$ cat src/source/positDefs.sv
/*
 * Posit field definitions
 *   posit_t, the raw posit word
 *   width functions for decoded and product scale and fraction fields
 */
package positDefs;

  typedef logic [7:0] posit_t;  // raw posit as it enters the array

  // largest scale reached by maxpos, the regime contributes (width-2) << es
  function automatic int maxScale(input int width, input int es);
    return (width - 2) << es;
  endfunction

  // signed width holding -maxScale..maxScale
  function automatic int scaleBits(input int width, input int es);
    return $clog2(maxScale(width, es) + 1) + 1;
  endfunction

  // sign, regime and terminator take at least three bits
  function automatic int fracBits(input int width, input int es);
    return width - 3 - es;
  endfunction

  function automatic int productScaleBits(input int width, input int es);
    return scaleBits(width, es) + 1;  // sum of two scales plus the normalization step
  endfunction

  function automatic int productFracBits(input int width, input int es);
    return 2 * (fracBits(width, es) + 1);  // exact product of two significands
  endfunction

endpackage

$ cat src/source/quireDefs.sv
/*
 * Quire (Kulisch accumulator) definitions
 *   quire_t, the fixed-point accumulator word
 *   sizing functions for the fraction and integer parts
 */
package quireDefs;

  // holds the 60-bit quire of the default posit<8,1> with two guard bits
  typedef logic signed [63:0] quire_t;

  // reaches down to minpos squared with every product fraction bit kept
  function automatic int fracBits(input int width, input int es);
    return 2 * positDefs::maxScale(width, es) + 2 * positDefs::fracBits(width, es);
  endfunction

  // maxpos squared, its significand carry and sign, plus the guard bits
  function automatic int nonFracBits(input int width, input int es, input int overflow);
    return 2 * positDefs::maxScale(width, es) + 2 + overflow;
  endfunction

  function automatic int quireBits(input int width, input int es, input int overflow);
    return nonFracBits(width, es, overflow) + fracBits(width, es);
  endfunction

endpackage

$ cat src/source/positMultiplier.sv
/*
 * positMultiplier
 *   exact product of two decoded posits, normalized to one integer bit
 */
`timescale 1ns/1ps

module positMultiplier #(
  parameter int WIDTH = 8,
  parameter int ES = 1
) (
  input  logic aSign,
  input  logic aIsZero,
  input  logic aIsNaR,
  input  logic signed [positDefs::scaleBits(WIDTH, ES)-1:0] aScale,
  input  logic [positDefs::fracBits(WIDTH, ES):0] aSignificand,
  input  logic bSign,
  input  logic bIsZero,
  input  logic bIsNaR,
  input  logic signed [positDefs::scaleBits(WIDTH, ES)-1:0] bScale,
  input  logic [positDefs::fracBits(WIDTH, ES):0] bSignificand,
  output logic productSign,
  output logic productIsZero,
  output logic productIsNaR,
  output logic signed [positDefs::productScaleBits(WIDTH, ES)-1:0] productScale,
  output logic [positDefs::productFracBits(WIDTH, ES)-1:0] productFrac
);

  localparam int PRODUCT_SCALE_BITS = positDefs::productScaleBits(WIDTH, ES);
  localparam int PRODUCT_FRAC_BITS = positDefs::productFracBits(WIDTH, ES);

  logic [PRODUCT_FRAC_BITS-1:0] rawProduct;
  logic signed [PRODUCT_SCALE_BITS-1:0] sumScale;

  always_comb begin
    productSign = aSign ^ bSign;
    productIsNaR = aIsNaR | bIsNaR;
    productIsZero = ~productIsNaR & (aIsZero | bIsZero);  // NaR wins over zero

    rawProduct = aSignificand * bSignificand;  // value in [1, 4)
    sumScale = aScale + bScale;
    if (rawProduct[PRODUCT_FRAC_BITS-1]) begin
      productFrac = rawProduct;  // reached 2.0, the top bit becomes the integer bit
      productScale = sumScale + 1;
    end else begin
      productFrac = rawProduct << 1;
      productScale = sumScale;
    end
  end

endmodule

$ cat src/source/quireAccumulate.sv
/*
 * quireAccumulate
 *   places an exact product on the quire grid and adds or subtracts it,
 *   NaR stays set once seen
 */
`timescale 1ns/1ps

module quireAccumulate #(
  parameter int WIDTH = 8,
  parameter int ES = 1,
  parameter int OVERFLOW = 2
) (
  input  logic productSign,
  input  logic productIsZero,
  input  logic productIsNaR,
  input  logic signed [positDefs::productScaleBits(WIDTH, ES)-1:0] productScale,
  input  logic [positDefs::productFracBits(WIDTH, ES)-1:0] productFrac,
  input  quireDefs::quire_t quireIn,
  input  logic narIn,
  output quireDefs::quire_t quireOut,
  output logic narOut
);

  localparam int PRODUCT_FRAC_BITS = positDefs::productFracBits(WIDTH, ES);
  localparam int QUIRE_FRAC = quireDefs::fracBits(WIDTH, ES);
  localparam int QUIRE_BITS = quireDefs::quireBits(WIDTH, ES, OVERFLOW);

  logic [QUIRE_BITS-1:0] aligned;
  logic signed [QUIRE_BITS-1:0] current;
  logic signed [QUIRE_BITS-1:0] sum;
  int shift;

  always_comb begin
    // fraction LSB weighs 2^(scale - (PRODUCT_FRAC_BITS-1)), one extra position keeps
    // the shift positive for minpos squared, whose LSB is always zero
    shift = int'(productScale) + QUIRE_FRAC - PRODUCT_FRAC_BITS + 2;
    aligned = ({{(QUIRE_BITS - PRODUCT_FRAC_BITS){1'b0}}, productFrac} << shift) >> 1;

    current = quireIn[QUIRE_BITS-1:0];
    if (productIsZero || productIsNaR) begin
      sum = current;
    end else if (productSign) begin
      sum = current - aligned;
    end else begin
      sum = current + aligned;
    end

    quireOut = sum;  // sign extended into the wider word
    narOut = narIn | productIsNaR;
  end

endmodule

$ cat src/source/positProcessingElement.sv
/*
 * positProcessingElement
 *   one systolic multiply-accumulate cell, passes a right and b down
 *   one cycle later and keeps its quire and NaR flag in registers
 */
`timescale 1ns/1ps

module positProcessingElement #(
  parameter int WIDTH = 8,
  parameter int ES = 1,
  parameter int OVERFLOW = 2
) (
  input  logic clock,
  input  logic reset,
  input  logic aSign,
  input  logic aIsZero,
  input  logic aIsNaR,
  input  logic signed [positDefs::scaleBits(WIDTH, ES)-1:0] aScale,
  input  logic [positDefs::fracBits(WIDTH, ES):0] aSignificand,
  input  logic bSign,
  input  logic bIsZero,
  input  logic bIsNaR,
  input  logic signed [positDefs::scaleBits(WIDTH, ES)-1:0] bScale,
  input  logic [positDefs::fracBits(WIDTH, ES):0] bSignificand,
  output logic aSignRight,
  output logic aIsZeroRight,
  output logic aIsNaRRight,
  output logic signed [positDefs::scaleBits(WIDTH, ES)-1:0] aScaleRight,
  output logic [positDefs::fracBits(WIDTH, ES):0] aSignificandRight,
  output logic bSignDown,
  output logic bIsZeroDown,
  output logic bIsNaRDown,
  output logic signed [positDefs::scaleBits(WIDTH, ES)-1:0] bScaleDown,
  output logic [positDefs::fracBits(WIDTH, ES):0] bSignificandDown,
  output quireDefs::quire_t quire,
  output logic nar
);

  logic productSign;
  logic productIsZero;
  logic productIsNaR;
  logic signed [positDefs::productScaleBits(WIDTH, ES)-1:0] productScale;
  logic [positDefs::productFracBits(WIDTH, ES)-1:0] productFrac;
  quireDefs::quire_t nextQuire;
  logic nextNar;

  positMultiplier #(.WIDTH(WIDTH), .ES(ES)) u_multiplier (
    .aSign, .aIsZero, .aIsNaR, .aScale, .aSignificand,
    .bSign, .bIsZero, .bIsNaR, .bScale, .bSignificand,
    .productSign, .productIsZero, .productIsNaR, .productScale, .productFrac
  );

  quireAccumulate #(.WIDTH(WIDTH), .ES(ES), .OVERFLOW(OVERFLOW)) u_accumulate (
    .productSign, .productIsZero, .productIsNaR, .productScale, .productFrac,
    .quireIn(quire), .narIn(nar), .quireOut(nextQuire), .narOut(nextNar)
  );

  always_ff @(posedge clock) begin
    if (reset) begin
      aSignRight <= 1'b0;  // neighbours see a decoded zero, which is idle
      aIsZeroRight <= 1'b1;
      aIsNaRRight <= 1'b0;
      aScaleRight <= '0;
      aSignificandRight <= '0;
      bSignDown <= 1'b0;
      bIsZeroDown <= 1'b1;
      bIsNaRDown <= 1'b0;
      bScaleDown <= '0;
      bSignificandDown <= '0;
      quire <= '0;
      nar <= 1'b0;
    end else begin
      aSignRight <= aSign;
      aIsZeroRight <= aIsZero;
      aIsNaRRight <= aIsNaR;
      aScaleRight <= aScale;
      aSignificandRight <= aSignificand;
      bSignDown <= bSign;
      bIsZeroDown <= bIsZero;
      bIsNaRDown <= bIsNaR;
      bScaleDown <= bScale;
      bSignificandDown <= bSignificand;
      quire <= nextQuire;
      nar <= nextNar;
    end
  end

endmodule

$ cat config.mk
export PLATFORM = sky130hd
export DESIGN_NAME = positProcessingElement
export DESIGN_NICKNAME = d
export VERILOG_FILES = /design/src/source/positDefs.sv /design/src/source/quireDefs.sv /design/src/source/positMultiplier.sv /design/src/source/quireAccumulate.sv /design/src/source/positProcessingElement.sv
export SDC_FILE = /design/constraint.sdc
export NUM_CORES = 1
export LEC_CHECK = 0
export ABC_CLOCK_PERIOD_IN_PS = 18900
export BUFFER_PORTS_ARGS = -buffer_cell sky130_fd_sc_hd__buf_2
export CORE_UTILIZATION = 66
export DETAILED_ROUTE_END_ITERATION = 10
export PLACE_DENSITY = 0.88
export SLEW_MARGIN = 20
export SYNTH_ARGS = -nofsm -noshare
export SYNTH_HDL_FRONTEND = slang
export SYNTH_SLANG_ARGS = --single-unit
$ cat constraint.sdc
create_clock -name clock -period 18.9 [get_ports clock]
set_clock_uncertainty 0.15 [all_clocks]
set_input_delay 1.89 -clock clock [delete_from_list [all_inputs] [get_ports clock]]
set_output_delay 1.89 -clock clock [all_outputs]
set_load 0.05 [all_outputs]
==> summary.md, run 1 <==
| Metric | Value |
|---|---|
| Yosys top cell by area | `dfxtp_1` |
| Crit Path Max Fanout | `34` |
| Mapped cell area | `0.01125 mm2` |
| Detail Placement HPWL | `27,730 um` |
| Residual DRC count | `0` |
| Crit path launch type | `input pin` |
| Slowest CP cell | `inv_1` |
| Gate power share | `0.750` |
| Syn Inst Count | `1,602` |
| Hold crit path type | `flop to flop` |
| Die X | `132.6 um` |
| Initial antenna violation count | `0` |
| Final cycle utilization of the critical path | `0.7174` |
| CTS max path bufs | `2` |
| Row count | `47` |
| Initial DRC count | `1,557` |
| Worst reg-to-reg path cell count | `15` |
| Final Max Tran Viols | `0` |
| Setup TNS | `0 ps` |
| Sequential Power Share | `0.126` |
| Ant diodes | `0` |
| Clock transition at the registers of the reported paths | `70 ps` |
| Post-synthesis sequential area ratio | `0.1548` |
| Clk Latency, worst-skew pair | `360 ps` |
| DRT Wirelength | `36,560 um` |
| Number of synthesis warnings | `0` |
| Initial core utilization | `0.6760` |
| Crit end category | `flop` |
| Largest net degree at the start of global routing | `70` |
| Endpoint of the worst register-to-register path | `quire[58]` |
| Worst endpoint required time | `18,990 ps` |
| Number of gates resized after cts | `0` |
| Clk sinks | `87` |
| Die Y | `132.6 um` |
| R2R setup slack | `14,360 ps` |
| ANT nets after route | `0` |
| Kind of critical path | `input pin to flop` |
| Internal | `0.7476 mW` |
| Net Switching | `0.8834 mW` |
| Fin nets | `1,790` |
| Fin crit period | `13,560 ps` |
| Fmax | `73.75 MHz` |
| Vias in the first global route | `11,390` |
| Min-Delay Path Depth | `2` |
| Global router's overall resource usage | `0.4076` |
| Final instance area | `0.01226 mm2` |
| Pleak | `5.333 nW` |
| # Post-CTS Setup Buffers | `0` |
| Ys async rst share | `0` |
| Via count | `12,890` |
| DRT Pass-1 Iters | `7` |
| Clk root buf | `clkbuf_16` |
| Hold EP | `quire[53]` |
| Status | `finished clean` |
| Syn Nets | `1,726` |
| Worst r2r src | `quire[10]` |
| Top cell type's share of synthesized area | `0.1548` |
| CTS tree | `done` |
| RSZ-0062 raised after global routing | `no` |
| Ratio of cells with drive above 1 in the final layout | `0.1251` |
| Final Hold Viols | `0` |
| Slowest stage delay, CP | `660 ps` |
| Max_cap viols | `0` |
| Slew @ Worst Pin | `1221 ps` |
| Wire per inst | `19.34 um` |
| PD cells | `133.1 mW/mm2` |
| Synth Register Bits | `87` |
| Final setup violation count | `0` |
| Sw Ratio | `0.5416` |
| DR vias/cell | `6.814` |
| Worst hold start | `quire[53]` |
| Clock Power Share | `0.124` |
| Count of different cell masters after synthesis | `99` |
| IO Count | `119` |
| Fillers | `1,324` |
| Core area | `0.01664 mm2` |
| Die Area | `0.01757 mm2` |
| First-pass GRT wire length | `58,280 um` |
| Pre-CTS WS | `5405 ps` |
| Arrival @ worst endpoint | `13,650 ps` |
| Slew headroom | `0.1775` |
| Placed cell areas | `0.01192 mm2` |
| Hold Buf Count CTS | `0` |
| RePlAce Congestion | `1.054` |
| Final WS setup | `5340 ps` |
| Critical path's top delay family | `compound AO/OA/AOI/OAI gates` |
| Area contributors post-synth | `dfxtp_1 (15%), ha_1 (9.5%), a21oi_1 (8.1%), nand2_1 (7.2%), xnor2_1 (5.2%)` |
| Peak VDD IR | `65.99 uV` |
| H-tree level count | `3` |
| Synth-to-layout area growth | `8.952%` |
| Num CTS Buffers | `9` |
| Syn_area_per_cell | `7.023 um2` |
| WP buf/inv | `6` |
| PortBufs | `118` |
| Global route total overflow | `0` |
| Number of synthesized flops with an enable pin | `0` |
| Synth Flop Type | `dfxtp_1` |
## state kept, by name, indices dropped and copies added (netlist names)
signal and count:
aIsNaRRight 1, aIsZeroRight 1, aScaleRight 5, aSignRight 1, aSignificandRight 5, bIsNaRDown 1, bIsZeroDown 1, bScaleDown 5
bSignDown 1, bSignificandDown 5, nar 1, quire 60
## power by group through the flow
stage | clock network (mW) | logic [mW] | registers (mW)
after floorplan | 0 | 0.870 | 0.250
after global placement | 0 | 1.15 | 0.208
after detailed placement | 0 | 1.17 | 0.209
after CTS | 0.203 | 1.18 | 0.205
after global routing | 0.212 | 1.31 | 0.206
final | 0.202 | 1.22 | 0.205
## tightest hold or removal path: stages, from the launching register on
cell and delay (ps):
dfxtp_1 320, nand2_1 60, a21oi_1 50
## metrics by stage
stage	hold slack [ps]	util	instances	total power, mW
after floorplan	534.5	-	1602	1.120
after global placement	298.9	0.7165	1875	1.357
after detailed placement	318.0	0.7165	1875	1.378
after CTS	327.9	0.7363	1891	1.586
after global routing	339.4	0.7366	1891	1.725
final	323.5	0.7366	1891	1.631
## cell type report
class	instances	area [um2]	area share
Multi-Input combinational cell	1383	9002	0.7344
Clock buffer	10	239.0	0.01950
Inverter	49	183.9	0.01500
Clock inverter	6	90.09	0.007349
Timing Repair Buffer	136	725.7	0.05920
Sequential cell	87	1742	0.1421
Tap cell	220	275.3	0.02246
## routing by layer
layer | vias to the layer above | wire length (um) | GRT usage
li1 | 6058 | - | -
met5 | - | 0 | 0.008333
met1 | 5920 | 15230 | 0.5556
met2 | 775 | 16020 | 0.6211
met4 | 0 | 1388 | 0.1686
met3 | 132 | 3930 | 0.08621
## worst max-delay path by stage
stage	slack, ps	depth (start not counted)	startpoint	to
CTS	5730	42	aSignificand[0]	quire[59]
floorplan	6440	47	aSignificand[0]	quire[59]
global route	4720	42	bSignificand[4]	quire[59]
detailed placement	5400	42	aSignificand[0]	quire[59]
finish	5340	42	aSignificand[0]	quire[59]
global placement	5700	42	aSignificand[0]	quire[59]
## cells in the mapped netlist, types with 20 or more instances
| cell | number |
|---|---|
| nand2_1 | 217 |
| a21o_1 | 45 |
| and3_1 | 20 |
| nor2b_1 | 41 |
| a31oi_1 | 29 |
| o21ai_0 | 75 |
| nand3_1 | 55 |
| dfxtp_1 | 87 |
| ha_1 | 85 |
| clkbuf_1 | 57 |
| inv_1 | 48 |
| nand4_1 | 26 |
| nor2_1 | 119 |
| xnor2_1 | 67 |
| xor2_1 | 26 |
| and2_1 | 29 |
| a211oi_1 | 25 |
| a21oi_1 | 182 |
| nor3_1 | 44 |
## kinds of logic after synthesis
family / after synthesis / synth area share
multiplexers: 8 / 0.009897
XOR/XNOR: 93 / 0.07240
adder cells (fa/ha/maj): 96 / 0.1141
flip-flops: 87 / 0.1548
AND/OR/NAND/NOR: 637 / 0.2766
buffers and inverters: 132 / 0.04849
AO/OA/AOI/OAI: 549 / 0.3237
## cell usage in the layout, fill, tap and decap left out, types with 26 or more instances in the layout
cell type  synthesis  routed
a21o_1            45      45
a21oi_1          182     182
a31oi_1           29      29
and2_1            29      29
buf_2             13     118
dfxtp_1           87      87
ha_1              85      85
inv_1             48      48
nand2_1          217     217
nand3_1           55      55
nand4_1           26      26
nor2_1           119     119
nor2b_1           41      41
nor3_1            44      44
o21ai_0           75      75
xnor2_1           67      66
No activity file was read; power rests on OpenSTA's default activity.
==> inputs of run 2 (changes only) <==
--- a/config.mk
+++ b/config.mk
@@ -5,11 +5,11 @@
 export SDC_FILE = /design/constraint.sdc
 export NUM_CORES = 1
 export LEC_CHECK = 0
-export ABC_CLOCK_PERIOD_IN_PS = 18900
+export ABC_CLOCK_PERIOD_IN_PS = 12780
 export BUFFER_PORTS_ARGS = -buffer_cell sky130_fd_sc_hd__buf_2
-export CORE_UTILIZATION = 66
+export CORE_UTILIZATION = 62
 export DETAILED_ROUTE_END_ITERATION = 10
-export PLACE_DENSITY = 0.88
+export PLACE_DENSITY = 0.83
 export SLEW_MARGIN = 20
 export SYNTH_ARGS = -nofsm -noshare
 export SYNTH_HDL_FRONTEND = slang
==> constraint.sdc (replaced) <==
create_clock -name clock -period 12.78 [get_ports clock]
set_clock_uncertainty 0.15 [all_clocks]
set_input_delay 1.278 -clock clock [delete_from_list [all_inputs] [get_ports clock]]
set_output_delay 1.278 -clock clock [all_outputs]
set_load 0.05 [all_outputs]
==> summary.md, run 2 (same netlist as run 1, synthesis figures left out) <==
| Metric | Value |
|---|---|
| Worst hold start | `quire[52]` |
| Setup TNS | `0 ps` |
| Synth-to-layout area growth | `9.764%` |
| Post-layout util | `0.7042` |
| Fillers | `1,434` |
| Pleak | `5.396 nW` |
| Residual DRC count | `0` |
| WP buf/inv | `5` |
| Core area | `0.01754 mm2` |
| CTS max path bufs | `2` |
| Kind of critical path | `input pin to flop` |
| Vias in the first global route | `11,380` |
| ANT nets after route | `0` |
| Met3 WL | `3797 um` |
| Peak VDD IR | `139.3 uV` |
| Fin crit period | `12,030 ps` |
| Max reg flops | `60` |
| # Post-CTS Setup Buffers | `0` |
| DRT Pass-1 Iters | `6` |
| Die X | `136.7 um` |
| Initial core utilization | `0.6416` |
| Row count | `48` |
| Detail Placement HPWL | `30,010 um` |
| RePlAce Congestion | `1.060` |
| Commonest non-fill, non-tap cell in the layout | `nand2_1` |
| Clk Latency, worst-skew pair | `370 ps` |
| Fmax | `83.10 MHz` |
| Fin nets | `1,806` |
| Status | `finished clean` |
| Hold Buf Count CTS | `0` |
| Min-Delay Path Depth | `2` |
| Worst endpoint required time | `12,880 ps` |
| PD cells | `195.8 mW/mm2` |
| Final WS setup | `746.5 ps` |
| Slowest stage delay, CP | `540 ps` |
| Max_cap viols | `0` |
| Slew headroom | `0.2172` |
| Slew @ Worst Pin | `1174 ps` |
| Global route total overflow | `0` |
| Die Area | `0.01869 mm2` |
| Number of gates resized after cts | `0` |
| Worst reg-to-reg path cell count | `19` |
| Pre-CTS WS | `642.8 ps` |
| Final Max Tran Viols | `0` |
| Ratio of cells with drive above 1 in the final layout | `0.1328` |
| Top reg by flops | `quire` |
| Most frequent cells in the layout | `nand2_1 (217), a21oi_1 (182), nor2_1 (119)` |
| Global router's overall resource usage | `0.4057` |
| Max Used Layer | `met4` |
| Endpoint of the worst register-to-register path | `quire[58]` |
| Initial antenna violation count | `0` |
| Initial DRC count | `1,339` |
| Final cycle utilization of the critical path | `0.9416` |
| Crit Path Max Fanout | `19` |
| Die Y | `136.7 um` |
| Via count | `12,880` |
| Wl on met1 | `16,290 um` |
| H-tree level count | `3` |
| Final Hold Viols | `0` |
| Critical path's top delay family | `compound AO/OA/AOI/OAI gates` |
| Wire per inst | `20.09 um` |
| First-pass GRT wire length | `59,360 um` |
| Clk sinks | `87` |
| Slowest CP cell | `fa_1` |
| DR vias/cell | `6.736` |
| PortBufs | `118` |
| Num CTS Buffers | `9` |
| Crit end category | `flop` |
| Met2 wire length | `16,590 um` |
| Ant diodes | `0` |
| Worst r2r src | `quire[0]` |
| R2R setup slack | `8470 ps` |
| Hold EP | `quire[52]` |
| Clk root buf | `clkbuf_16` |
| Crit path launch type | `input pin` |
| DRT Wirelength | `38,420 um` |
| Clock transition at the registers of the reported paths | `80 ps` |
| Arrival @ worst endpoint | `12,130 ps` |
| Largest net degree at the start of global routing | `65` |
| RSZ-0062 raised after global routing | `no` |
| Final hold slack | `324.8 ps` |
| Hold crit path type | `flop to flop` |
| IO Count | `119` |
| CTS tree | `done` |
| Final setup violation count | `0` |
## run 2: changes by cell type in the layout (fill, tap and decap cells not counted)
cell / previous run / this run
clkinvlp_4: 1 / 0
inv_8: 0 / 2
o31ai_2: 2 / 1
clkinv_8: 0 / 1
clkinv_4: 0 / 2
clkinv_2: 1 / 0
buf_4: 18 / 34
bufinv_16: 2 / 0
o31ai_1: 13 / 14
clkbuf_8: 1 / 0
## run 2: cell type report
type | count | area, um2 | area share
clock inverters | 7 | 73.82 | 0.005978
clock buffers | 9 | 225.2 | 0.01824
well taps | 225 | 281.5 | 0.02280
repair buffers | 152 | 845.8 | 0.06849
flip-flops and latches | 87 | 1742 | 0.1410
inverters | 49 | 183.9 | 0.01489
multi-input cells | 1383 | 8997 | 0.7286
## run 2: how the worst max path moves through the flow
| stage | startpoint | end | cells after the start |
|---|---|---|---|
| after floorplan | aSignificand[0] | quire[59] | 47 |
| after global placement | aSignificand[0] | quire[59] | 41 |
| after detailed placement | aSignificand[0] | quire[59] | 41 |
| after CTS | aSignificand[0] | quire[59] | 41 |
| after global routing | aSignificand[0] | quire[59] | 41 |
| final | aSignificand[0] | quire[59] | 41 |
## run 2: power by group
| part | leakage [nW] | total (mW) | switching [mW] | internal [mW] |
|---|---|---|---|---|
| sequential | 0.711 | 0.303 | 0.0134 | 0.289 |
| combinational | 4.54 | 1.84 | 1.18 | 0.655 |
| clock | 0.147 | 0.276 | 0.137 | 0.139 |
## run 2: metal layers
metal,vias up,track usage
met2,718,0.6348
met4,0,0.1833
met5,-,0
met1,5968,0.5274
li1,6072,-
met3,122,0.09296
## run 2: stage by stage
stage          cell area, um2  std cells  power, mW
3_5_place_dp            12050       1896      2.081
5_1_grt                 12350       1912      2.567
6_report                12350       1912      2.419
2_1_floorplan           11250       1602      1.657
3_3_place_gp            12050       1896      2.055
4_1_cts                 12350       1912      2.359
## run 2: worst register-to-register path, cell delays in order (launching register included)
cell and delay [ps]:
dfxtp_1 320, inv_1 60, ha_1 170, inv_1 60, fa_1 410, a21oi_1 190, o21bai_1 110, a21boi_0 190
o21a_1 250, a211oi_1 170, o31a_1 350, a211oi_1 410, buf_4 210, o31a_1 220, o31ai_1 140, a221o_1 340
a21oi_1 190, xnor2_1 130, mux2i_1 90, nor2_1 110
==> inputs of run 3 (changes only) <==
--- a/config.mk
+++ b/config.mk
@@ -5,11 +5,13 @@
 export SDC_FILE = /design/constraint.sdc
 export NUM_CORES = 1
 export LEC_CHECK = 0
-export ABC_CLOCK_PERIOD_IN_PS = 12780
+export ABC_AREA = 1
+export ABC_CLOCK_PERIOD_IN_PS = 11200
 export BUFFER_PORTS_ARGS = -buffer_cell sky130_fd_sc_hd__buf_2
-export CORE_UTILIZATION = 62
+export CORE_UTILIZATION = 61
 export DETAILED_ROUTE_END_ITERATION = 10
-export PLACE_DENSITY = 0.83
+export PLACE_DENSITY = 0.82
+export SKIP_CTS_REPAIR_TIMING = 1
 export SLEW_MARGIN = 20
 export SYNTH_ARGS = -nofsm -noshare
 export SYNTH_HDL_FRONTEND = slang
==> constraint.sdc (replaced) <==
create_clock -name clock -period 11.2 [get_ports clock]
set_clock_uncertainty 0.15 [all_clocks]
set_input_delay 1.12 -clock clock [delete_from_list [all_inputs] [get_ports clock]]
set_output_delay 1.12 -clock clock [all_outputs]
set_load 0.05 [all_outputs]
==> summary.md, run 3 <==
| Metric | Value |
|---|---|
| Num CTS Buffers | `9` |
| PortBufs | `118` |
| Final cycle utilization of the critical path | `0.9265` |
| Fmax | `96.36 MHz` |
| Number of synthesized flops with an enable pin | `0` |
| Crit Path Max Fanout | `25` |
| Synth Flop Type | `dfxtp_1` |
| Commonest non-fill, non-tap cell in the layout | `nand2_1` |
| Initial DRC count | `984` |
| Post-layout util | `0.6871` |
| Global router's overall resource usage | `0.3578` |
| Clk Latency, worst-skew pair | `370 ps` |
| First-pass GRT wire length | `52,630 um` |
| Critical path's top delay family | `simple AND/OR/NAND/NOR gates` |
| Initial antenna violation count | `0` |
| WP buf/inv | `4` |
| Fin crit period | `10,380 ps` |
| Slew headroom | `0.4018` |
| CP Depth | `48` |
| R2R setup slack | `6760 ps` |
| Mapped cell area | `0.01103 mm2` |
| CTS tree | `done` |
| Die Y | `136.5 um` |
| Via count | `12,130` |
| Placed Cells | `2,135` |
| Endpoint of the worst register-to-register path | `quire[54]` |
| Wl on met1 | `14,770 um` |
| Residual DRC count | `0` |
| Number of synthesis warnings | `0` |
| Clock transition at the registers of the reported paths | `70 ps` |
| RePlAce Congestion | `1.057` |
| Commonest cells in the netlist | `nand2_1 (376), inv_1 (299), nor2_1 (266), nand3_1 (130), a21oi_1 (95)` |
| Global route total overflow | `0` |
| Pleak | `7.238 nW` |
| Fin nets | `2,045` |
| Syn Nets | `1,966` |
| Largest net degree at the start of global routing | `82` |
| Max reg flops | `60` |
| CP dominant cell by count | `nand2_1` |
| DRT Wirelength | `33,110 um` |
| Max_cap viols | `0` |
| IO Count | `119` |
| Combined area of the multi-input logic cells | `0.007841 mm2` |
| Met2 wire length | `14,660 um` |
| H-tree level count | `3` |
| Most common cell in the netlist | `nand2_1` |
| Post-synthesis sequential area ratio | `0.1579` |
| Crit path from | `bSignificand[4]` |
| Status | `finished clean` |
| Ratio of cells with drive above 1 in the final layout | `0.1137` |
| Clk root buf | `clkbuf_16` |
| DR vias/cell | `5.638` |
| PD cells | `211.9 mW/mm2` |
| Slowest CP cell | `fa_1` |
| Crit end category | `flop` |
| Sequential cell area | `0.001742 mm2` |
| Worst r2r src | `quire[0]` |
| Count of different cell masters after synthesis | `50` |
| Final Non-Filler Cells | `2,151` |
| Worst reg-to-reg path cell count | `26` |
| Kind of critical path | `input pin to flop` |
| Fillers | `1,622` |
| RSZ-0062 raised after global routing | `no` |
| Final Max Tran Viols | `0` |
| Vias in the first global route | `10,870` |
| Clk sinks | `87` |
| Syn Inst Count | `1,842` |
| Met3 WL | `2693 um` |
| Yosys top cell by area | `dfxtp_1` |
| Crit path launch type | `input pin` |
| Core area | `0.01748 mm2` |
| Ys async rst share | `0` |
| Detail Placement HPWL | `26,220 um` |
| Slew @ Worst Pin | `897.2 ps` |
| CTS max path bufs | `2` |
| Die Area | `0.01863 mm2` |
| Ant diodes | `0` |
| Slowest stage delay, CP | `540 ps` |
| ANT nets after route | `0` |
| Area contributors post-synth | `dfxtp_1 (16%), nand2_1 (13%), inv_1 (10%), ha_1 (9.6%), nor2_1 (9.0%)` |
| Final setup violation count | `0` |
| Hold crit path type | `flop to flop` |
| Max Used Layer | `met4` |
| Peak VDD IR | `110.5 uV` |
| Arrival @ worst endpoint | `10,540 ps` |
| Most frequent cells in the layout | `nand2_1 (376), inv_1 (299), nor2_1 (266)` |
| Top reg by flops | `quire` |
| DRT Pass-1 Iters | `7` |
| Worst endpoint required time | `11,360 ps` |
| Row count | `48` |
| Top cell type's share of synthesized area | `0.1579` |
| Syn_area_per_cell | `5.990 um2` |
| End of the critical path | `quire[54]` |
| Initial core utilization | `0.6313` |
| Synth Register Bits | `87` |
| Setup TNS | `0 ps` |
| Synth-to-layout area growth | `8.845%` |
| Final Hold Viols | `0` |
| Wire per inst | `15.39 um` |
| Die X | `136.5 um` |
[run 3: changes by cell type in the layout (fill, tap and decap cells not counted), sizes merged, moves of 28 or more]
cell | before | now
a21oi | 184 | 96
xor2 | 26 | 73
nand3 | 56 | 147
xnor2 | 67 | 30
nor2b | 41 | 0
inv | 52 | 318
nor2 | 121 | 281
nand2 | 217 | 391
o21ai | 82 | 115
a21o | 45 | 8
buf | 152 | 124
nand4 | 27 | 58
[run 3: logic make-up (layout without fill, tap and decap cells)]
family                   Yosys count  in the layout  synth area share
adder cells (fa/ha/maj)           96             96            0.1164
flip-flops                        87             87            0.1579
buffers and inverters            371            455            0.1319
XOR/XNOR                         103            103           0.08517
AO/OA/AOI/OAI                    273            273            0.1376
AND/OR/NAND/NOR                  912            912            0.3712
[run 3: cell type report]
type | instances | share of cell area
inverter | 315 | 0.09846
clock inverter | 7 | 0.008439
tap | 225 | 0.02344
sequential | 87 | 0.1450
multi-input combinational | 1384 | 0.6529
timing repair buffer | 124 | 0.05293
clock buffer | 9 | 0.01875
[run 3: worst min path at each step]
stage	startpoint	cells after the start	to	slack, ps
2_1_floorplan	nar	2	nar	520
3_3_place_gp	nar	2	nar	290
3_5_place_dp	nar	2	nar	290
4_1_cts	nar	2	nar	300
5_1_grt	nar	2	nar	340
6_report	nar	2	nar	310
[run 3: power breakdown]
group          internal (mW)  leakage, nW  switching [mW]
Clock                  0.198        0.153           0.149
Sequential             0.323        0.713         0.00911
Combinational          0.584         6.37            1.28
Total                   1.10         7.24            1.44
[run 3: worst register-to-register path: stages (launching register included)]
cell and delay, ps:
dfxtp_1 330, inv_1 60, ha_1 200, inv_1 90
fa_1 400, nand3_1 100, nand2_1 90, a21oi_1 160
o21ai_1 100, nand2_1 70, nand2_1 50, nand2_1 60
nand2_1 90, a31oi_1 320, o21ai_1 150, nand2_1 80
nand2_1 130, nand2_1 90, nand2_1 80, a21oi_1 280
o21ai_0 270, a21boi_1 440, o21ai_0 190, and2_1 170
o21ai_1 130, nand2_1 70, inv_1 50
[run 3: per-layer routing]
layer	vias to the layer above	global-route usage
met5	-	0
met4	0	0.1278
met3	92	0.06898
met2	531	0.5838
met1	5421	0.4655
li1	6083	-
[run 3: metrics by stage]
| stage | worst slack, ps | total power, mW | area [um2] | hold slack [ps] |
|---|---|---|---|---|
| finish | 822.7 | 2.544 | 12010 | 305.2 |
| detailed placement | 658.0 | 2.148 | 11680 | 292.3 |
| global route | 10.83 | 2.745 | 12010 | 340.0 |
| global placement | 833.7 | 2.137 | 11680 | 289.0 |
| CTS | 993.1 | 2.502 | 12010 | 303.3 |
| floorplan | 2790 | 1.767 | 11030 | 517.7 |
